### config.mk
export PLATFORM = sky130hd
export DESIGN_NAME = dadda_multiplier
export DESIGN_NICKNAME = d
export VERILOG_FILES = /design/src/source/dadda_pkg.sv /design/src/source/brent_kung_adder.sv /design/src/source/dadda_multiplier.sv /design/src/source/dadda_reduction_stage.sv /design/src/source/dadda_tree.sv /design/src/source/partial_product_array.sv
export VERILOG_INCLUDE_DIRS = /design/src /design/src/include
export SDC_FILE = /design/constraint.sdc
export NUM_CORES = 1
export LEC_CHECK = 0
export BUFFER_PORTS_ARGS = -buffer_cell sky130_fd_sc_hd__buf_2
export CAP_MARGIN = 25
export CORE_MARGIN = 1.5
export CORE_UTILIZATION = 31
export CTS_CLUSTER_DIAMETER = 100
export DETAILED_ROUTE_END_ITERATION = 8
export PLACE_DENSITY = 0.48
export RECOVER_POWER = 50
export SLEW_MARGIN = 20
export SYNTH_ARGS = -nofsm -noshare
export SYNTH_HDL_FRONTEND = slang
export SYNTH_SLANG_ARGS = --single-unit
### constraint.sdc
create_clock -name clk -period 3.7 [get_ports clk]
set_input_delay 0.925 -clock clk [delete_from_list [all_inputs] [get_ports clk]]
set_output_delay 0.925 -clock clk [all_outputs]
set_load 0.05 [all_outputs]
### src/include/dadda_macros.svh
`ifndef DADDA_MACROS_SVH
`define DADDA_MACROS_SVH

// operand and product widths
`define DADDA_OPERAND_WIDTH 16
`define DADDA_PRODUCT_WIDTH (2 * `DADDA_OPERAND_WIDTH)

// reduction stages for a 16 bit heap, heights 13 9 6 4 3 2
`define DADDA_STAGES 6

// accepted operands to registered product
`define DADDA_LATENCY 2

`endif

### src/source/dadda_pkg.sv
`default_nettype none

`include "dadda_macros.svh"

package dadda_pkg;

  typedef logic [`DADDA_OPERAND_WIDTH-1:0] operand_t;
  typedef logic [`DADDA_PRODUCT_WIDTH-1:0] product_t;

  // one column per product bit, each with room for a full operand's worth of bits
  typedef logic [`DADDA_PRODUCT_WIDTH-1:0][`DADDA_OPERAND_WIDTH-1:0] column_heap_t;

  // dadda sequence d(j+1) = floor(1.5 d(j)) from d = 2, last stage first
  function automatic int stage_target_height(int stage);
    int height;
    height = 2;
    for (int i = stage; i < `DADDA_STAGES - 1; i++)
      height = (height * 3) / 2;
    return height;
  endfunction

  // partial product bits landing in a column
  function automatic int initial_column_height(int column);
    if (column < `DADDA_OPERAND_WIDTH)
      return column + 1;
    else if (column < `DADDA_PRODUCT_WIDTH - 1)
      return `DADDA_PRODUCT_WIDTH - 1 - column;
    else
      return 0;
  endfunction

endpackage

`default_nettype wire

### src/source/brent_kung_adder.sv
`timescale 1ns/1ns
`default_nettype none

`include "dadda_macros.svh"

module brent_kung_adder (
  input  wire dadda_pkg::product_t x,
  input  wire dadda_pkg::product_t y,
  output dadda_pkg::product_t      sum
);

  localparam int WIDTH = `DADDA_PRODUCT_WIDTH;
  localparam int UP_LEVELS = $clog2(WIDTH);
  localparam int LEVELS = 2 * UP_LEVELS - 1;

  // group generate and propagate after each tree level
  logic [WIDTH-1:0] gen_l [0:LEVELS];
  logic [WIDTH-1:0] prop_l [0:LEVELS];

  assign gen_l[0] = x & y;
  assign prop_l[0] = x ^ y;

  for (genvar lvl = 1; lvl <= LEVELS; lvl++)
  begin : g_level
    // span doubles on the way up, halves on the way down
    localparam int SPAN = (lvl <= UP_LEVELS) ? (1 << (lvl - 1)) : (1 << (LEVELS - lvl));

    for (genvar i = 0; i < WIDTH; i++)
    begin : g_bit
      // up-sweep merges aligned blocks of 2*SPAN bits
      localparam bit UP_NODE = (lvl <= UP_LEVELS) && ((i + 1) % (2 * SPAN) == 0);
      // down-sweep fills the midpoints the up-sweep skipped
      localparam bit DOWN_NODE = (lvl > UP_LEVELS) && ((i + 1) % (2 * SPAN) == SPAN)
        && (i + 1 > 2 * SPAN);

      if (UP_NODE || DOWN_NODE)
      begin : g_node
        assign gen_l[lvl][i] = gen_l[lvl-1][i] | (prop_l[lvl-1][i] & gen_l[lvl-1][i-SPAN]);
        assign prop_l[lvl][i] = prop_l[lvl-1][i] & prop_l[lvl-1][i-SPAN];
      end
      else
      begin : g_pass
        assign gen_l[lvl][i] = gen_l[lvl-1][i];
        assign prop_l[lvl][i] = prop_l[lvl-1][i];
      end
    end
  end

  // gen_l[LEVELS][i] is the carry into bit i + 1
  // bit 31 would be the carry out, never set for a 16x16 product
  assign sum = prop_l[0] ^ {gen_l[LEVELS][WIDTH-2:0], 1'b0};

endmodule

`default_nettype wire

### src/source/dadda_multiplier.sv
`timescale 1ns/1ns
`default_nettype none

`include "dadda_macros.svh"

module dadda_multiplier (
  input  wire logic                clk,
  input  wire logic                rst_n,
  input  wire logic                in_valid,
  input  wire dadda_pkg::operand_t a,
  input  wire dadda_pkg::operand_t b,
  output logic                     out_valid,
  output dadda_pkg::product_t      product
);

  localparam int WIDTH = `DADDA_PRODUCT_WIDTH;

  dadda_pkg::column_heap_t heap;
  dadda_pkg::product_t     sum_row;
  dadda_pkg::product_t     carry_row;
  dadda_pkg::product_t     sum_row_q;
  dadda_pkg::product_t     carry_row_q;
  dadda_pkg::product_t     adder_sum;
  logic                    rows_valid;
  logic [WIDTH:0]          row_total;

  partial_product_array partial_product_array_i (
    .a    (a),
    .b    (b),
    .heap (heap)
  );

  dadda_tree dadda_tree_i (
    .heap      (heap),
    .sum_row   (sum_row),
    .carry_row (carry_row)
  );

  // stage one, rows out of the tree
  always_ff @(posedge clk or negedge rst_n)
  begin
    if (!rst_n)
      rows_valid <= 1'b0;
    else
      rows_valid <= in_valid;
  end

  always_ff @(posedge clk)
  begin
    if (in_valid)
    begin
      sum_row_q <= sum_row;
      carry_row_q <= carry_row;
    end
  end

  brent_kung_adder brent_kung_adder_i (
    .x   (sum_row_q),
    .y   (carry_row_q),
    .sum (adder_sum)
  );

  // stage two, product holds between results
  always_ff @(posedge clk or negedge rst_n)
  begin
    if (!rst_n)
      out_valid <= 1'b0;
    else
      out_valid <= rows_valid;
  end

  always_ff @(posedge clk)
  begin
    if (rows_valid)
      product <= adder_sum;
  end

  // the full sum of both rows, with room for an overflow bit
  assign row_total = {1'b0, sum_row_q} + {1'b0, carry_row_q};

  a_latency: assert property (@(posedge clk) disable iff (!rst_n)
    out_valid == $past(in_valid, `DADDA_LATENCY));

  a_product_known: assert property (@(posedge clk) disable iff (!rst_n)
    out_valid |-> !$isunknown(product));

  // a correct tree never hands the adder a sum past 32 bits
  a_rows_fit: assert property (@(posedge clk) disable iff (!rst_n)
    rows_valid |-> !row_total[WIDTH]);

endmodule

`default_nettype wire

### src/source/dadda_reduction_stage.sv
`timescale 1ns/1ns
`default_nettype none

`include "dadda_macros.svh"

module dadda_reduction_stage #(
  parameter int STAGE = 0
) (
  input  wire dadda_pkg::column_heap_t heap_in,
  output dadda_pkg::column_heap_t      heap_out
);

  localparam int COLUMNS = `DADDA_PRODUCT_WIDTH;
  localparam int SLOTS = `DADDA_OPERAND_WIDTH;
  localparam int TARGET = dadda_pkg::stage_target_height(STAGE);

  // replays the stages before this one
  // returns a column's incoming height, or the carries it gets from below
  function automatic int column_state(int stage, int col, bit want_carry);
    int heights [COLUMNS];
    int carries;
    int excess;
    for (int c = 0; c < COLUMNS; c++)
      heights[c] = dadda_pkg::initial_column_height(c);
    for (int s = 0; s <= stage; s++)
    begin
      carries = 0;
      for (int c = 0; c < COLUMNS; c++)
      begin
        if (s == stage && c == col)
          return want_carry ? carries : heights[c];
        excess = heights[c] + carries - dadda_pkg::stage_target_height(s);
        heights[c] = (excess > 0) ? dadda_pkg::stage_target_height(s) : heights[c] + carries;
        carries = (excess > 0) ? (excess + 1) / 2 : 0;
      end
    end
    return 0;
  endfunction

  // carry_into[c] carries the outputs of column c - 1's adders
  // top entry would weigh 2**32 and is always zero
  logic [COLUMNS:0][SLOTS-1:0] carry_into;

  assign carry_into[0] = '0;

  for (genvar c = 0; c < COLUMNS; c++)
  begin : g_column
    localparam int HEIGHT = column_state(STAGE, c, 1'b0);
    localparam int CARRIES_IN = column_state(STAGE, c, 1'b1);
    localparam int EXCESS = HEIGHT + CARRIES_IN - TARGET;
    // each full adder removes two bits, a half adder only for an odd excess
    localparam int FULL_ADDERS = (EXCESS > 0) ? EXCESS / 2 : 0;
    localparam int HALF_ADDERS = (EXCESS > 0) ? EXCESS % 2 : 0;
    localparam int CONSUMED = 3 * FULL_ADDERS + 2 * HALF_ADDERS;
    localparam int KEPT = HEIGHT - CONSUMED + FULL_ADDERS + HALF_ADDERS;

    logic [SLOTS-1:0] column_bits;
    logic [SLOTS-1:0] carries;

    always_comb
    begin
      logic [2:0] fa_in;
      logic [1:0] ha_in;
      column_bits = '0;
      carries = '0;
      for (int i = 0; i < FULL_ADDERS; i++)
      begin
        fa_in = heap_in[c][3 * i +: 3];
        column_bits[i] = ^fa_in;
        carries[i] = (fa_in[0] & fa_in[1]) | (fa_in[2] & (fa_in[0] ^ fa_in[1]));
      end
      for (int i = 0; i < HALF_ADDERS; i++)
      begin
        ha_in = heap_in[c][3 * FULL_ADDERS + 2 * i +: 2];
        column_bits[FULL_ADDERS + i] = ^ha_in;
        carries[FULL_ADDERS + i] = &ha_in;
      end
      // untouched bits, then the carries arriving from below
      for (int i = 0; i < HEIGHT - CONSUMED; i++)
        column_bits[FULL_ADDERS + HALF_ADDERS + i] = heap_in[c][CONSUMED + i];
      for (int k = 0; k < CARRIES_IN; k++)
        column_bits[KEPT + k] = carry_into[c][k];
    end

    assign heap_out[c] = column_bits;
    assign carry_into[c + 1] = carries;
  end

endmodule

`default_nettype wire

### src/source/dadda_tree.sv
`timescale 1ns/1ns
`default_nettype none

`include "dadda_macros.svh"

module dadda_tree (
  input  wire dadda_pkg::column_heap_t heap,
  output dadda_pkg::product_t          sum_row,
  output dadda_pkg::product_t          carry_row
);

  localparam int STAGES = `DADDA_STAGES;
  localparam int COLUMNS = `DADDA_PRODUCT_WIDTH;

  // heap before and after each stage, heights 16 13 9 6 4 3 2
  dadda_pkg::column_heap_t heaps [0:STAGES];

  assign heaps[0] = heap;

  for (genvar s = 0; s < STAGES; s++)
  begin : g_stage
    dadda_reduction_stage #(
      .STAGE (s)
    ) dadda_reduction_stage_i (
      .heap_in  (heaps[s]),
      .heap_out (heaps[s + 1])
    );
  end

  // two bits left per column
  // a column of height one already has zero in slot one
  for (genvar c = 0; c < COLUMNS; c++)
  begin : g_row
    assign sum_row[c] = heaps[STAGES][c][0];
    assign carry_row[c] = heaps[STAGES][c][1];
  end

endmodule

`default_nettype wire

### src/source/partial_product_array.sv
`timescale 1ns/1ns
`default_nettype none

`include "dadda_macros.svh"

module partial_product_array (
  input  wire dadda_pkg::operand_t a,
  input  wire dadda_pkg::operand_t b,
  output dadda_pkg::column_heap_t  heap
);

  localparam int WIDTH = `DADDA_OPERAND_WIDTH;
  localparam int COLUMNS = `DADDA_PRODUCT_WIDTH;

  // row j holds a gated by b[j]
  logic [WIDTH-1:0][WIDTH-1:0] terms;

  for (genvar j = 0; j < WIDTH; j++)
  begin : g_row
    assign terms[j] = a & {WIDTH{b[j]}};
  end

  // column c collects terms[j][c - j], lowest row first
  for (genvar c = 0; c < COLUMNS; c++)
  begin : g_column
    localparam int FIRST_ROW = (c >= WIDTH) ? c - WIDTH + 1 : 0;

    for (genvar k = 0; k < WIDTH; k++)
    begin : g_slot
      localparam int ROW = FIRST_ROW + k;

      if (k < dadda_pkg::initial_column_height(c))
      begin : g_term
        assign heap[c][k] = terms[ROW][c - ROW];
      end
      else
      begin : g_empty
        assign heap[c][k] = 1'b0;
      end
    end
  end

endmodule

`default_nettype wire

After elaboration in Yosys (flattened, before gate mapping). Cells that the tools add are included.

Reductions and logical operators: 225. Bitwise gates (word level): 925.

Operator list (number): $reduce_xor 3->1 (195); $and 1x1->1 (464); $and 16x16->16 (16); $or 1x1->1 (247); $xor 1x1->1 (195); $xor 32x32->32 (1); $and 31x31->31 (1); $xor 31x31->31 (1); $reduce_and 2->1 (15); $reduce_xor 2->1 (15).

Bits in registers: 95. Input bits: 35. Output and inout port bits: 33.

Longest topological paths before layout.
Depth in word-level cells: 18. Mapped depth: 12. Gate-level depth less buffers: 11.

Modules after synthesis. A second synthesis with hierarchy kept.

Cell total of the unflattened synthesis: 3667. Area total of the unflattened synthesis: 32159.6 µm².

Modules (own cells, without submodules): dadda_reduction_stage (dadda_tree_i.g_stage[2].dadda_reduction_stage_i) (cells an instance 459, area each 4095.2 µm², instances 1, sequential area each 0.0 µm²); dadda_reduction_stage (dadda_tree_i.g_stage[3].dadda_reduction_stage_i) (cells an instance 467, area each 4062.6 µm², instances 1, sequential area each 0.0 µm²); dadda_reduction_stage (dadda_tree_i.g_stage[1].dadda_reduction_stage_i) (cells an instance 469, area each 4037.6 µm², instances 1, sequential area each 0.0 µm²); dadda_reduction_stage (dadda_tree_i.g_stage[5].dadda_reduction_stage_i) (cells an instance 485, area each 3980.1 µm², instances 1, sequential area each 0.0 µm²); dadda_reduction_stage (dadda_tree_i.g_stage[4].dadda_reduction_stage_i) (cells an instance 487, area each 3970.1 µm², instances 1, sequential area each 0.0 µm²); dadda_reduction_stage (dadda_tree_i.g_stage[0].dadda_reduction_stage_i) (cells an instance 501, area each 3877.5 µm², instances 1, sequential area each 0.0 µm²); partial_product_array (cells an instance 545, area each 3839.9 µm², instances 1, sequential area each 0.0 µm²); dadda_multiplier (cells an instance 98, area each 2932.8 µm², instances 1, sequential area each 2932.8 µm²); brent_kung_adder (cells an instance 156, area each 1363.8 µm², instances 1, sequential area each 0.0 µm²).

Worst setup path after synthesis. OpenSTA, ideal clock, no wires.

Path type: input port to flip-flop. From: input port a[15]. To: register sum_row_q[15] (data pin). Path buffers: 1. Setup time: 0.269 ns. Data required time: 3.431 ns. Setup slack: -1.033 ns. Data arrival time: 4.464 ns. Stages: 11. Cells stage by stage: clkbuf_1 > nand2_1 > fa_1 > inv_1 > fa_1 > inv_1 > fa_1 > fa_1 > inv_1 > fa_1 > fa_1.

RTL lines: from (decl) (RTL line dadda_multiplier.sv:10) `input wire dadda_pkg::operand_t a,`; to (signal assigned) (RTL line dadda_multiplier.sv:52) `sum_row_q <= sum_row;`; to (decl) (RTL line dadda_multiplier.sv:21) `dadda_pkg::product_t sum_row_q;`.

==> flow_summary.ini <==
[critical_path]
startpoint_type = input port
worst_r2r_path_depth = 10
rr_startpoint = carry_row_q[3]
crit_start = b[5]
criticalPathCategory = in2reg
cp-end-kind = flop
cp.required_ps = 3820
r2r_setup_slack_ps = 300
cp_max_fo = 5
arrival_ps = 4240

[sta]
whs_ps = 326
finalSetupViolCount = 28
grt_setup_unrepaired = yes
fmax_mhz = 242
setup_slack_ps = -425
drv_slew = 63
worst_pin_slew_ps = 1640
skew_ps = 9.15
fin_crit_ps = 4130
hold_viol = 0
min_period_over_period_pct = 111
relSlewSlack_pct = -9.41

[synthesis]
netlist_area_um2 = 10400
synth-xor-area-share_pct = 1.18
synthMuxAreaShare_pct = 0
syn_avg_cell_area_um2 = 11.2
yosys_warnings = 0
ys_seq_area_share_pct = 27.5
postSynthCellCount = 928
synth_cell_types = 31
synth_compound_area_share_pct = 2.98
synth_top_family_by_area = adder cells
syn_nets = 1217
ys_ff_latch = 95
synth-simple-area-share_pct = 13.4
yosys.area_share.adder_pct = 45.9

[power]
p_switching_mw = 3.35
power_density_nw_per_um2 = 617
pwr-share-seq_pct = 27.5
netSwitchingFraction_pct = 43.0
finalPower_mw = 7.79
intPower_mw = 4.44
share_comb_of_total_power_pct = 59.2
vdd_ir_drop_max_uv = 294
p_clk_share_pct = 13.2
p_leak_nw = 5.63

[grt]
groute.layer.met3.usage_pct = 2.80
grt_pass1_vias = 7280
grt_pass1_wl_mm = 41.0
antenna_found_initial = 0
track_usage_pct = 16.4
use_met1_pct = 22.9
top_usage_layer = met2
grt_max_degree = 34
met2_usage_pct = 25.7
grt_overflow = 0

[die]
dieArea_um2 = 34500
start_util_pct = 31.7
core_um2 = 32700
pin_count = 68
rows = 66
fp.dieH_um = 186
die_w_um = 186

[clock_network]
insertion_delay_ps = 380
clkTransAtPathRegs_ps = 70
htree_num_levels = 3
cts_made_buffers = 9
cts_tree = done
cts.sinks = 95
clockRootBuffer = clkbuf_16
postCtsHoldBufs = 0
clk_path_buf_depth = 2

[cells_and_area]
final_net_count = 1340
final_cell_mix = inv_1, fa_1, and2_1
multi_input_comb_area_um2 = 6850
regArea_um2 = 2840
fin_cells = 1498
n_antenna_cell = 0
layout-drive-gt1-share_pct = 23.8
fin_util_pct = 38.6
final_common_cell = inv_1
fillCellCount = 3279
areaGrowthSynthToFinish_pct = 21.9

[worst_hold_path]
hp-class = in2async

[detailed_routing]
num_vias = 6478
wl_per_cell_um = 17.1
drc = 0
routed_wl_mm = 25.5
first_pass_iters = 5
drtIter0Drc = 271
drtAntennaViolNets = 0
routed_via_density = 4.32

[run_status]
status = complete, but fails checks
violations = max-capacitance violations, max-slew violations, negative setup slack

[place]
dpl.cell_count = 1465
routabilityCongestion = 0.881
hpwl_mm = 20.3
port_buffers = 67
post-place-ws_ps = -895

[job]
drv_cap = 2
per-layer routing:
metal | wire length, µm | vias to the layer above
met5 | 0 | -
met1 | 12500 | 3348
met3 | 955 | 22
met4 | 482 | 0
li1 | - | 2993
met2 | 11600 | 115
kinds of logic after synthesis:
family	Yosys count
buffers and inverters	250
and+or+nand+nor	273
adders and majority gates	254
xor gates and xnor gates	14
AOI/OAI and AO/OA	42
DFF	95
cell usage after synthesis:
| cell | instances | area, µm² |
|---|---|---|
| o211a_1 | 1 | 10.0 |
| o21a_1 | 3 | 22.5 |
| clkbuf_1 | 32 | 120 |
| a211oi_1 | 2 | 15.0 |
| a31o_1 | 1 | 8.76 |
| a21o_1 | 8 | 60.1 |
| nor2_1 | 5 | 18.8 |
| o21ba_2 | 2 | 20.0 |
| ha_1 | 44 | 551 |
| inv_1 | 218 | 818 |
| nand3_1 | 1 | 5.00 |
| o21bai_1 | 2 | 15.0 |
| dfrtp_1 | 2 | 50.1 |
| o211ai_1 | 1 | 7.51 |
| a21oi_1 | 11 | 55.1 |
| a21bo_1 | 1 | 10.0 |
| a31oi_1 | 1 | 6.26 |
| xnor2_1 | 8 | 70.1 |
| nor3_1 | 1 | 5.00 |
| a211o_1 | 1 | 8.76 |
| and2_1 | 141 | 882 |
| o22ai_1 | 1 | 6.26 |
| fa_1 | 210 | 4200 |
| o21ai_0 | 4 | 20.0 |
| nand4_1 | 3 | 18.8 |
| o21a_2 | 1 | 8.76 |
| o31a_1 | 1 | 8.76 |
| edfxtp_1 | 93 | 2790 |
| xor2_1 | 6 | 52.6 |
| a221oi_4 | 1 | 26.3 |
| nand2_1 | 122 | 458 |
metrics by stage:
step	cell area, µm²	TNS [ps]
6_report	12600	-5680
4_1_cts	12600	-4190
2_1_floorplan	10900	-8920
3_3_place_gp	11800	-21780
5_1_grt	12600	-8660
3_5_place_dp	11800	-22180
worst max-delay path, cell delays in order:
cell and delay [ps]:
buf_12 110, and2_4 150, fa_2 560, inv_2 40
fa_2 550, fa_2 440, inv_2 60, fa_2 430
fa_2 550, fa_2 430
power groups by stage:
stage	registers [mW]	clock network [mW]	logic, mW
6_report	2.14	1.03	4.61
5_1_grt	2.20	1.12	5.36
4_1_cts	2.15	1.08	4.72
3_5_place_dp	2.18	0	4.60
3_3_place_gp	2.18	0	4.54
2_1_floorplan	2.71	0	2.85
cell type report:
type / instances / area share [%]
clock buffers: 9 / 1.78
inverters: 218 / 6.48
well taps: 442 / 4.38
flip-flops and latches: 95 / 22.5
clock inverters: 7 / 0.694
repair buffers: 144 / 9.84
multi-input cells: 583 / 54.3
registers in the layout (all words and copies together) (netlist names):
signal	cells
out_valid	1
rows_valid	1
carry_row_q	30
sum_row_q	31
product	32
worst paths after layout:
| path | endpoint |
|---|---|
| max in group asynchronous | rows_valid |
| max reg2reg | product[30] |
| max | sum_row_q[16] |
| min | out_valid |
| min in group clk | product[0] |
| min reg2reg | product[0] |
what timing repair did:
action	4_1_cts	5_1_grt
pin swaps	51	30
setup endpoints to repair	29	28
setup buffers	15	4
resized for setup	109	25
Power figures use the tool's default switching activity.
